**src/logic/multihPkg.sv**
```systemverilog
/* Host addresses are 11-bit word addresses, and bit 0 picks the half of a 32-bit register.
   Mode and DAC select codes must track the register map of the demodulator cores. */
`default_nettype none

package multihPkg;

  //**********************************************************
  //  Widths and sizes
  //**********************************************************
  localparam int ADDR_W    = 11;     // Host word address
  localparam int DATA_W    = 16;
  localparam int DAC_W     = 14;
  localparam int TRELLIS_W = 18;     // DAC takes the upper DAC_W bits
  localparam int PHERR_W   = 8;
  localparam int NUM_DAC   = 3;

  localparam logic [2*DATA_W-1:0] VERSION = 32'h011c0000;

  // Internal reset is held this many cycles past the first one
  localparam int RESET_HOLD  = 5;
  localparam int RESET_CNT_W = $clog2(RESET_HOLD + 1);

  //**********************************************************
  //  Misc register space
  //**********************************************************
  localparam int MISC_SPAN_W = 4;    // 16 words
  localparam logic [ADDR_W-1:0] MISC_BASE    = 11'h7f0;
  localparam logic [ADDR_W-1:0] MISC_VERSION = MISC_BASE | 11'h000;  // Words 0 and 1
  localparam logic [ADDR_W-1:0] MISC_RESET   = MISC_BASE | 11'h002;  // Either half

  //**********************************************************
  //  Codes
  //**********************************************************
  typedef enum logic [3:0] {
    MODE_AUQPSK = 4'h6,
    MODE_MULTIH = 4'h9
  } modeT;

  // Sources that come out of the trellis core
  typedef enum logic [3:0] {
    DAC_TRELLIS_I     = 4'h8,
    DAC_TRELLIS_Q     = 4'h9,
    DAC_TRELLIS_PHERR = 4'ha,
    DAC_TRELLIS_INDEX = 4'hb
  } dacSelT;

  //**********************************************************
  //  Bundles
  //**********************************************************
  typedef struct packed {
    logic              cs;
    logic              we;
    logic              rd;
    logic [ADDR_W-1:0] addr;
    logic [DATA_W-1:0] wdata;
  } hostBusT;

  typedef struct packed {
    logic [TRELLIS_W-1:0] sample;
    logic                 sync;    // Sample valid this cycle
  } trellisTapT;

  typedef struct packed {
    logic symEn;
    logic sym2xEn;
    logic iBit;
    logic qBit;
  } symbolT;

  typedef struct packed {
    logic [PHERR_W-1:0] value;
    logic               en;
    logic               valid;
  } pherrT;

endpackage

`default_nettype wire

```
**src/logic/dacChannel.sv**
```systemverilog
/* Output is offset binary. In MultiH mode with a trellis select the output only
   moves on tap sync; otherwise it follows the external sample 3 cycles later. */
`default_nettype none

module dacChannel
  import multihPkg::*;
(
  input  wire logic             ck933,
  input  wire logic             rs,
  input  wire modeT             mode_i,
  input  wire dacSelT           select_i,
  input  wire logic [DAC_W-1:0] extData_i,
  input  wire trellisTapT       tap_i,
  output logic      [DAC_W-1:0] dacData_o
);

  logic [DAC_W-1:0] extReg;
  logic [DAC_W-1:0] selData;
  logic             selSync;
  logic             trellisSel;
  logic             trellisActive;

  always_comb begin
    case (select_i)
      DAC_TRELLIS_I,
      DAC_TRELLIS_Q,
      DAC_TRELLIS_PHERR,
      DAC_TRELLIS_INDEX: trellisSel = 1'b1;
      default:           trellisSel = 1'b0;
    endcase
  end

  assign trellisActive = trellisSel && (mode_i == MODE_MULTIH);

  // Input reclock
  always_ff @(posedge ck933) begin
    extReg <= extData_i;
  end

  //**********************************************************
  //  Source select
  //**********************************************************
  always_ff @(posedge ck933) begin
    if (trellisActive) begin
      selData <= tap_i.sample[TRELLIS_W-1 -: DAC_W];
    end else begin
      selData <= extReg;
    end
  end

  always_ff @(posedge ck933 or posedge rs) begin
    if (rs) begin
      selSync <= 1'b0;
    end else begin
      selSync <= trellisActive ? tap_i.sync : 1'b1;  // External data always loads
    end
  end

  //**********************************************************
  //  Output register, MSB flipped for offset binary
  //**********************************************************
  always_ff @(posedge ck933 or posedge rs) begin
    if (rs) begin
      dacData_o <= '0;
    end else if (selSync) begin
      dacData_o <= {~selData[DAC_W-1], selData[DAC_W-2:0]};
    end
  end

endmodule

`default_nettype wire

```
**src/logic/hostRegs.sv**
```systemverilog
/* Single bus master, one-cycle write strobes. Only the misc space is decoded here,
   every other address reads 0 and writes are dropped. */
`default_nettype none

module hostRegs
  import multihPkg::*;
(
  input  wire logic              ck933,
  input  wire logic              rs,
  input  wire hostBusT           hostBus_i,
  output logic      [DATA_W-1:0] rdata_o,
  output logic                   rdValid_o,
  output logic                   resetReq_o
);

  logic miscHit;
  logic versionHit;
  logic resetHit;
  logic resetWr;

  //**********************************************************
  //  Address decode
  //**********************************************************
  assign miscHit = (hostBus_i.addr[ADDR_W-1:MISC_SPAN_W] ==
                    MISC_BASE[ADDR_W-1:MISC_SPAN_W]);

  // Bit 0 is the half select, so match on the rest
  assign versionHit = miscHit &&
                      (hostBus_i.addr[MISC_SPAN_W-1:1] == MISC_VERSION[MISC_SPAN_W-1:1]);
  assign resetHit   = miscHit &&
                      (hostBus_i.addr[MISC_SPAN_W-1:1] == MISC_RESET[MISC_SPAN_W-1:1]);

  //**********************************************************
  //  Read path
  //**********************************************************
  assign rdValid_o = hostBus_i.cs & hostBus_i.rd;

  always_comb begin
    rdata_o = '0;
    if (rdValid_o && versionHit) begin
      if (hostBus_i.addr[0]) begin
        rdata_o = VERSION[2*DATA_W-1:DATA_W];  // High half
      end else begin
        rdata_o = VERSION[DATA_W-1:0];
      end
    end
  end

  //**********************************************************
  //  Software reset request
  //**********************************************************
  // Write data is ignored, any write to the register fires the request
  assign resetWr = hostBus_i.cs & hostBus_i.we & resetHit;

  always_ff @(posedge ck933 or posedge rs) begin
    if (rs) begin
      resetReq_o <= 1'b0;
    end else begin
      resetReq_o <= resetWr;  // One cycle per write strobe
    end
  end

endmodule

`default_nettype wire

```
**src/logic/multihTop.sv**
```systemverilog
/* Trellis results arrive as inputs from the external decoder core. A host write to
   MISC_RESET resets the data paths only; the register block keeps the rs pin. */
`default_nettype none

module multihTop
  import multihPkg::*;
(
  input  wire logic              ck933,
  input  wire logic              rs,
  // Host register bus
  input  wire hostBusT           hostBus_i,
  output wire logic [DATA_W-1:0] rdata_o,
  output wire logic              rdValid_o,
  // Demodulator side
  input  wire modeT              mode_i,
  input  wire dacSelT            dacSelect_i [NUM_DAC],
  input  wire logic [DAC_W-1:0]  extData_i [NUM_DAC],
  input  wire trellisTapT        tap_i [NUM_DAC],
  input  wire symbolT            trellis_i,
  input  wire symbolT            legacy_i,
  input  wire logic              auClk_i,
  input  wire pherrT             pherr_i,
  // Outputs
  output wire logic [DAC_W-1:0]  dacData_o [NUM_DAC],
  output wire symbolT            symbol_o,
  output wire logic              auQ_o,
  output wire logic              auClk_o,
  output wire pherrT             pherr_o
);

  logic resetReq;
  logic intReset;   // Data path reset

  //**********************************************************
  //  Register bus and reset
  //**********************************************************
  hostRegs uHostRegs (
    .ck933      (ck933),
    .rs         (rs),
    .hostBus_i  (hostBus_i),
    .rdata_o    (rdata_o),
    .rdValid_o  (rdValid_o),
    .resetReq_o (resetReq)
  );

  resetStretch uResetStretch (
    .ck933      (ck933),
    .rs         (rs),
    .resetReq_i (resetReq),
    .intReset_o (intReset)
  );

  //**********************************************************
  //  DAC channels
  //**********************************************************
  for (genvar gi = 0; gi < NUM_DAC; gi++) begin : gDac
    dacChannel uDacChannel (
      .ck933     (ck933),
      .rs        (intReset),
      .mode_i    (mode_i),
      .select_i  (dacSelect_i[gi]),
      .extData_i (extData_i[gi]),
      .tap_i     (tap_i[gi]),
      .dacData_o (dacData_o[gi])
    );
  end

  // Bit decoder feed and phase error
  symbolRouter uSymbolRouter (
    .ck933     (ck933),
    .rs        (intReset),
    .mode_i    (mode_i),
    .trellis_i (trellis_i),
    .legacy_i  (legacy_i),
    .auClk_i   (auClk_i),
    .pherr_i   (pherr_i),
    .symbol_o  (symbol_o),
    .auQ_o     (auQ_o),
    .auClk_o   (auClk_o),
    .pherr_o   (pherr_o)
  );

endmodule

`default_nettype wire

```
**src/logic/resetStretch.sv**
```systemverilog
/* intReset_o rises two cycles after a request and stays high RESET_HOLD+1 cycles.
   The rs pin forces it high with no clock. */
`default_nettype none

module resetStretch
  import multihPkg::*;
(
  input  wire logic ck933,
  input  wire logic rs,
  input  wire logic resetReq_i,
  output logic      intReset_o
);

  logic                   reqD1;
  logic                   reqD2;
  logic [RESET_CNT_W-1:0] holdCnt;

  always_ff @(posedge ck933 or posedge rs) begin
    if (rs) begin
      reqD1   <= 1'b0;
      reqD2   <= 1'b0;
      holdCnt <= '0;
    end else begin
      reqD1 <= resetReq_i;
      reqD2 <= reqD1;
      if (reqD2) begin
        holdCnt <= RESET_CNT_W'(RESET_HOLD);  // A new request restarts the hold
      end else if (holdCnt != '0) begin
        holdCnt <= holdCnt - 1'b1;
      end
    end
  end

  // First cycle from the request pipe, the rest from the counter
  assign intReset_o = rs | reqD2 | (holdCnt != '0);

endmodule

`default_nettype wire

```
**src/logic/symbolRouter.sv**
```systemverilog
/* Trellis symbols pass in 1 cycle, legacy symbols in 3. auQ_o and auClk_o
   are live only in AUQPSK mode and read 0 in every other mode. */
`default_nettype none

module symbolRouter
  import multihPkg::*;
(
  input  wire logic   ck933,
  input  wire logic   rs,
  input  wire modeT   mode_i,
  input  wire symbolT trellis_i,
  input  wire symbolT legacy_i,
  input  wire logic   auClk_i,
  input  wire pherrT  pherr_i,
  output symbolT      symbol_o,
  output logic        auQ_o,
  output logic        auClk_o,
  output pherrT       pherr_o
);

  symbolT             legacyIn;    // Reclocked legacy bits
  symbolT             legacyDly;   // Legacy stage
  logic               auClkIn;
  logic               auqpskMode;
  logic [PHERR_W-1:0] pherrValue;
  logic               pherrEn;
  logic               pherrValid;

  assign auqpskMode = (mode_i == MODE_AUQPSK);

  //**********************************************************
  //  Decoder symbol select
  //**********************************************************
  always_ff @(posedge ck933 or posedge rs) begin
    if (rs) begin
      legacyIn  <= '0;
      legacyDly <= '0;
      auClkIn   <= 1'b0;
      symbol_o  <= '0;
    end else begin
      legacyIn  <= legacy_i;
      legacyDly <= legacyIn;
      auClkIn   <= auClk_i;
      if (mode_i == MODE_MULTIH) begin
        symbol_o <= trellis_i;  // Decisions are already registered in the core
      end else begin
        symbol_o <= legacyDly;
      end
    end
  end

  // AUQPSK bypasses the decoder for the Q channel
  assign auQ_o   = auqpskMode ? legacyIn.qBit : 1'b0;
  assign auClk_o = auqpskMode ? auClkIn : 1'b0;

  //**********************************************************
  //  Phase error feedback reclock
  //**********************************************************
  always_ff @(posedge ck933) begin
    pherrValue <= pherr_i.value;
  end

  always_ff @(posedge ck933 or posedge rs) begin
    if (rs) begin
      pherrEn    <= 1'b0;
      pherrValid <= 1'b0;
    end else begin
      pherrEn    <= pherr_i.en;
      pherrValid <= pherr_i.valid;
    end
  end

  assign pherr_o = '{value: pherrValue, en: pherrEn, valid: pherrValid};

endmodule

`default_nettype wire

```
**config.mk**
```make
export PLATFORM = sky130hd
export DESIGN_NAME = multihTop
export DESIGN_NICKNAME = d
export VERILOG_FILES = /design/src/logic/multihPkg.sv /design/src/logic/dacChannel.sv /design/src/logic/hostRegs.sv /design/src/logic/multihTop.sv /design/src/logic/resetStretch.sv /design/src/logic/symbolRouter.sv
export SDC_FILE = /design/constraint.sdc
export NUM_CORES = 1
export LEC_CHECK = 0
export ABC_CLOCK_PERIOD_IN_PS = 7200
export BUFFER_PORTS_ARGS = -buffer_cell sky130_fd_sc_hd__buf_2
export CAP_MARGIN = 20
export CORE_MARGIN = 2
export CORE_UTILIZATION = 46
export CTS_BUF_LIST = sky130_fd_sc_hd__clkbuf_16
export CTS_CLUSTER_SIZE = 28
export DETAILED_ROUTE_END_ITERATION = 10
export HOLD_SLACK_MARGIN = 0.08
export PLACE_DENSITY = 0.82
export SETUP_SLACK_MARGIN = 0.3
export SKIP_LAST_GASP = 1
export SLEW_MARGIN = 20
export SYNTH_ARGS = -nofsm -noshare
export SYNTH_HDL_FRONTEND = slang
export SYNTH_SLANG_ARGS = --single-unit
export TNS_END_PERCENT = 5
```
**constraint.sdc**
```tcl
create_clock -name ck933 -period 7.2 [get_ports ck933]
set_clock_uncertainty 0.1 [all_clocks]
set_input_delay 0.36 -clock ck933 [delete_from_list [all_inputs] [get_ports ck933]]
set_output_delay 0.36 -clock ck933 [all_outputs]
set_load 0.01 [all_outputs]
```
### After elaboration in Yosys (flattened, before gate mapping)

Cells that the tools add are included.

* bits in registers: 158
* input bits: 166
* output and inout bits: 75
* word-level logic and storage cells: 85

* $add $sub $neg: 1
* equal/unequal tests: 16
* muxes and demuxes: 16
* bitwise gates (word level): 8
* reduce and logical (&&, ||, !) cells: 12

Operator list (count)
* 4-bit == test, second input constant: 13
* 14-bit two-way mux: 3
* 16-bit two-way mux: 1
* 4-bit OR reduction: 3
* 9-bit two-way mux: 1
* 1-bit two-way mux: 8
* 7-bit == test, second input constant: 1
* 1-bit logical AND: 6
* 3-bit two-way mux: 2
* 4-bit by 3-bit == test with 1-bit output, second input constant: 1
* 4-bit two-way mux: 1
* 1-bit bitwise AND: 3
* 3-bit by 1-bit == test with 1-bit output, second input constant: 1
* 3-bit zero test: 1
* 1-bit inverter: 3
* 3-bit nonzero test: 1
* 3-bit by 1-bit subtractor with 3-bit output, second input constant: 1
* 1-bit OR: 2
* 2-bit nonzero test: 1

### Depth between registers and ports, before layout

* depth in word-level cells: 5
* depth in mapped cells: 5
* depth with buffers taken out: 5

### Cells and area by module

A second synthesis with hierarchy kept.

* cell total of the unflattened synthesis: 313
* area, all modules: 5117.4 sq um

By module, submodules not included
* dacChannel: instances 3, cells each 78, area an instance 1346.3 sq um, sequential area each 935.9 sq um
* symbolRouter: instances 1, cells each 34, area an instance 638.1 sq um, sequential area each 535.5 sq um
* resetStretch: instances 1, cells each 20, area an instance 235.2 sq um, sequential area each 125.1 sq um
* hostRegs: instances 1, cells each 25, area an instance 205.2 sq um, sequential area each 25.0 sq um

### Worst setup path after synthesis

OpenSTA, ideal clock, no wires.

* path kind: input to output
* from: in hostBus_i[26] (netlist name)
* to: out rdata_o[3]
* arrival: 1148 ps
* required time: 6740 ps
* setup slack: 5592 ps
* cell stages on the path: 4
* path buffers: 1
* cell sequence: nand4_1 > nor4_1 > and4b_1 > buf_4

* longest elaborated chain between the ends: 4

Ends and longest elaborated chain
* from (decl): RTL line multihTop.sv:11 `input wire hostBusT hostBus_i,`
* 7-bit == test: RTL line hostRegs.sv:24 `assign miscHit = (hostBus_i.addr[ADDR_W-1:MISC_SPAN_W] ==`
* 1-bit logical AND: RTL line hostRegs.sv:28 `assign versionHit = miscHit &&`
* 1-bit logical AND: RTL line hostRegs.sv:40 `if (rdValid_o && versionHit) begin`
* 16-bit two-way mux: RTL line hostRegs.sv:40
* to (decl): RTL line multihTop.sv:12 `output wire logic [DATA_W-1:0] rdata_o,`

Every way passes these cells.

### Worst setup path in the final report

Same ends and word-level chain as after synthesis.

==> impl_metrics.tcl <==
set metrics [dict create \
    fin_util_pct 71.6 \
    postCtsSetupRepairBufs 0 \
    wl_per_cell_um 16.0 \
    worstPathCellList "buf_2 > nand4_1 > nor4_1 > and4b_1 > buf_2" \
    cts_tree "yes" \
    cp.arrival_ns 1.29 \
    maxSlewHeadroom_pct 47.8 \
    drc 0 \
    critPathMaxFanout 4 \
    avgSynthCellArea_um2 16.5 \
    antenna_found_initial 0 \
    path_delay_family "simple AND/OR/NAND/NOR gates" \
    detail_route.iter0.violations 108 \
    synth_fa_ha_area_share_pct 0.497 \
    grt_pass1_vias 3962 \
    dp_slack_ns 5.08 \
    synth_compound_gate_area_share_pct 0.398 \
    period_share_pct 24.3 \
    rows 38 \
    crit_path_start_kind "input pin" \
    fin_crit_ns 1.75 \
    io_pins 241 \
    die_y_um 109 \
    synth-seq-cells 158 \
    finalSetupTns_ns 0 \
    status "finished clean" \
    die_w_um 109 \
    max_stage_delay_ns 0.31 \
    yosys.area_share.simple_pct 3.53 \
    slowest_stage "and4b_1" \
    final_cells 765 \
    area_growth_pct 52.9 \
    clk_path_buf_depth 2 \
    placed_cell_area_um2 6040 \
    io_buffers 194 \
    worstMarginPinSlew_ns 0.783 \
    grt_start_max_net_pins 61 \
    ant_nets 0 \
    synth_cell_types 28 \
    crit_required_ns 6.74 \
    path_clk_slew_ns 0.06 \
    end_kind "output pin" \
    final_area_um2 7690 \
    initial_core_util_pct 46.8 \
    via_count 3408 \
    synth_cells 304 \
    setup_viol 0 \
    hold_viol 0 \
    cts_made_buffers 17 \
    max_freq_mhz 571 \
    path_buf_inv 2 \
    cap_violations 0 \
    post_cts_resized 0 \
    drt-vias-per-instance 4.45 \
    grt-ovfl-total 0 \
    cp_common_cell "buf_2" \
    synth_top_family_by_area "multiplexers" \
    yosys.area.top_type "dfxtp_1" \
    hold_class "input pin to register" \
    cts_root_buf "clkbuf_16" \
    grt.total_usage_pct 22.0 \
    final_nets 780 \
    gp_congestion 0.778 \
    insertedDiodeCount 0 \
    die-area_um2 11800 \
    syn-cell-area_um2 5030 \
    grt_setup_unrepaired "no" \
    dr.pass1.iters 4 \
    critPathKind "input pin to output pin" \
    cts.htree.levels 4 \
    grt_pass1_wl_um 18900 \
    synth_area_leaders "dfxtp_1, dfrtp_1, mux2_2" \
    synth_warnings 0 \
    synth_top_area_share_pct 36.6 \
    mostFrequentLayoutCell "buf_2" \
    dpl.hpwl_um 6990 \
    clock_latency_ns 0.41 \
    routed_wl_um 12300 \
    coreArea_um2 10700 \
    p_per_area_nw_per_um2 267 \
    slew_violations 0 \
    cts_num_sinks 158 \
    placed_cells 626 \
    p_leak_nw 3.86 \
    drive_above_1_share_pct 50.7 \
    synthXorXnorAreaFrac_pct 0.174 \
    setup_ws_ns 5.45 \
    ir_drop_v 0.000205 \
    yosys-mux-area-fraction_pct 21.6 \
    ys_seq_area_share_pct 69.4 \
    layout_common_cells "buf_2, dlygate4sd3_1, dfxtp_1" \
]
==> Yosys cell counts <==
cell type / number
mux2_4: 27
and4bb_1: 1
nor4_1: 1
conb_1: 1
mux2i_1: 3
and4_1: 1
a21oi_1: 1
nand4_1: 1
nand3b_4: 3
o31ai_1: 1
xnor2_1: 1
nor2_1: 1
dfxtp_1: 92
buf_6: 4
inv_1: 7
nand2b_1: 2
and2_1: 3
ha_1: 2
mux2_2: 58
nand3_1: 1
buf_4: 17
buf_2: 3
or2_2: 3
nor3_1: 1
a211oi_1: 1
and4b_1: 1
dfrtp_1: 66
nor4bb_1: 1
==> sequential cells by signal (all words and copies together) (netlist names) <==
signal and count:
uSymbolRouter.symbol_o 4, uResetStretch.holdCnt 3, uHostRegs.resetReq_o 1, gDac.uDacChannel.extReg 42, uSymbolRouter.pherrEn 1, gDac.uDacChannel.selSync 3, uResetStretch.reqD1 1, uSymbolRouter.auClkIn 1
uSymbolRouter.pherrValue 8, uSymbolRouter.legacyIn 4, gDac.uDacChannel.selData 42, gDac.uDacChannel.dacData_o 42, uResetStretch.reqD2 1, uSymbolRouter.pherrValid 1, uSymbolRouter.legacyDly 4
==> report_power, final <==
group	switching, mW	total [mW]	internal [mW]
registers	0.0229	0.957	0.934
clock network	0.336	0.872	0.536
logic	0.103	0.224	0.121
total	0.461	2.05	1.59
==> per-stage QoR <==
| step | total power [mW] | hold slack, ns |
|---|---|---|
| floorplan | 1.07 | 0.0510 |
| global placement | 1.14 | 0.194 |
| detailed placement | 1.15 | 0.209 |
| CTS | 2.06 | 0.0860 |
| global route | 2.14 | 0.0808 |
| finish | 2.05 | 0.109 |
==> logic make-up (layout without fill, tap and decap cells) <==
family | count (synthesis) | in the layout
DFF | 158 | 158
muxes | 88 | 88
buffers and inverters | 31 | 341
and+or+nand+nor | 20 | 20
AOI/OAI and AO/OA | 3 | 3
adders and majority gates | 2 | 2
other | 1 | 12
xor gates and xnor gates | 1 | 1
==> final cells by class <==
class | instances | area (um2)
Sequential cell | 158 | 3490
Fill cell | 700 | 3050
Timing Repair Buffer | 302 | 2050
Multi-Input combinational cell | 126 | 1370
Clock buffer | 17 | 425
Tap cell | 140 | 175
Clock inverter | 15 | 153
Inverter | 7 | 26.3
==> routing by layer <==
layer	vias up	track usage (%)	part of all wire [%]	routed length, um
met5	-	0	0	0
met4	0	10.6	2.4	293
met3	25	6.75	6.1	744
met2	143	42.2	56	6920
met1	1628	21.0	35	4300
li1	1612	-	-	-
==> worst reg2reg max path: stages (launching register included) <==
cell      delay [ns]
dfrtp_1         0.40
inv_1           0.09
ha_1            0.19
nand2b_1        0.15
nor3_2          0.13
buf_4           0.64
==> worst paths after layout <==
check / from / endpoint / slack (ns) / cells past startpoint
max in group asynchronous: uResetStretch.holdCnt[0]$_DFFE_PP0P_ / gDac[2].uDacChannel.dacData_o[4]$_DFFE_PP0P_ / 5.50 / 5
min reg2reg: uSymbolRouter.legacyIn[1]$_DFF_PP0_ / uSymbolRouter.legacyDly[1]$_DFF_PP0_ / 0.25 / 0
min in group asynchronous: rs / uHostRegs.resetReq_o$_DFF_PP0_ / 0.35 / 3
max: hostBus_i[26] / rdata_o[3] / 5.45 / 5
min: hostBus_i[28] / uHostRegs.resetReq_o$_DFF_PP0_ / 0.11 / 2
max reg2reg: uResetStretch.holdCnt[0]$_DFFE_PP0P_ / gDac[2].uDacChannel.dacData_o[4]$_DFFE_PP0P_ / 5.50 / 5
==> repair_timing <==
action | in CTS | in global routing
hold endpoints to repair | 112 | 0
hold buffers | 107 | 0
setup endpoints to repair | 0 | 0
Power figures use the tool's default switching activity.
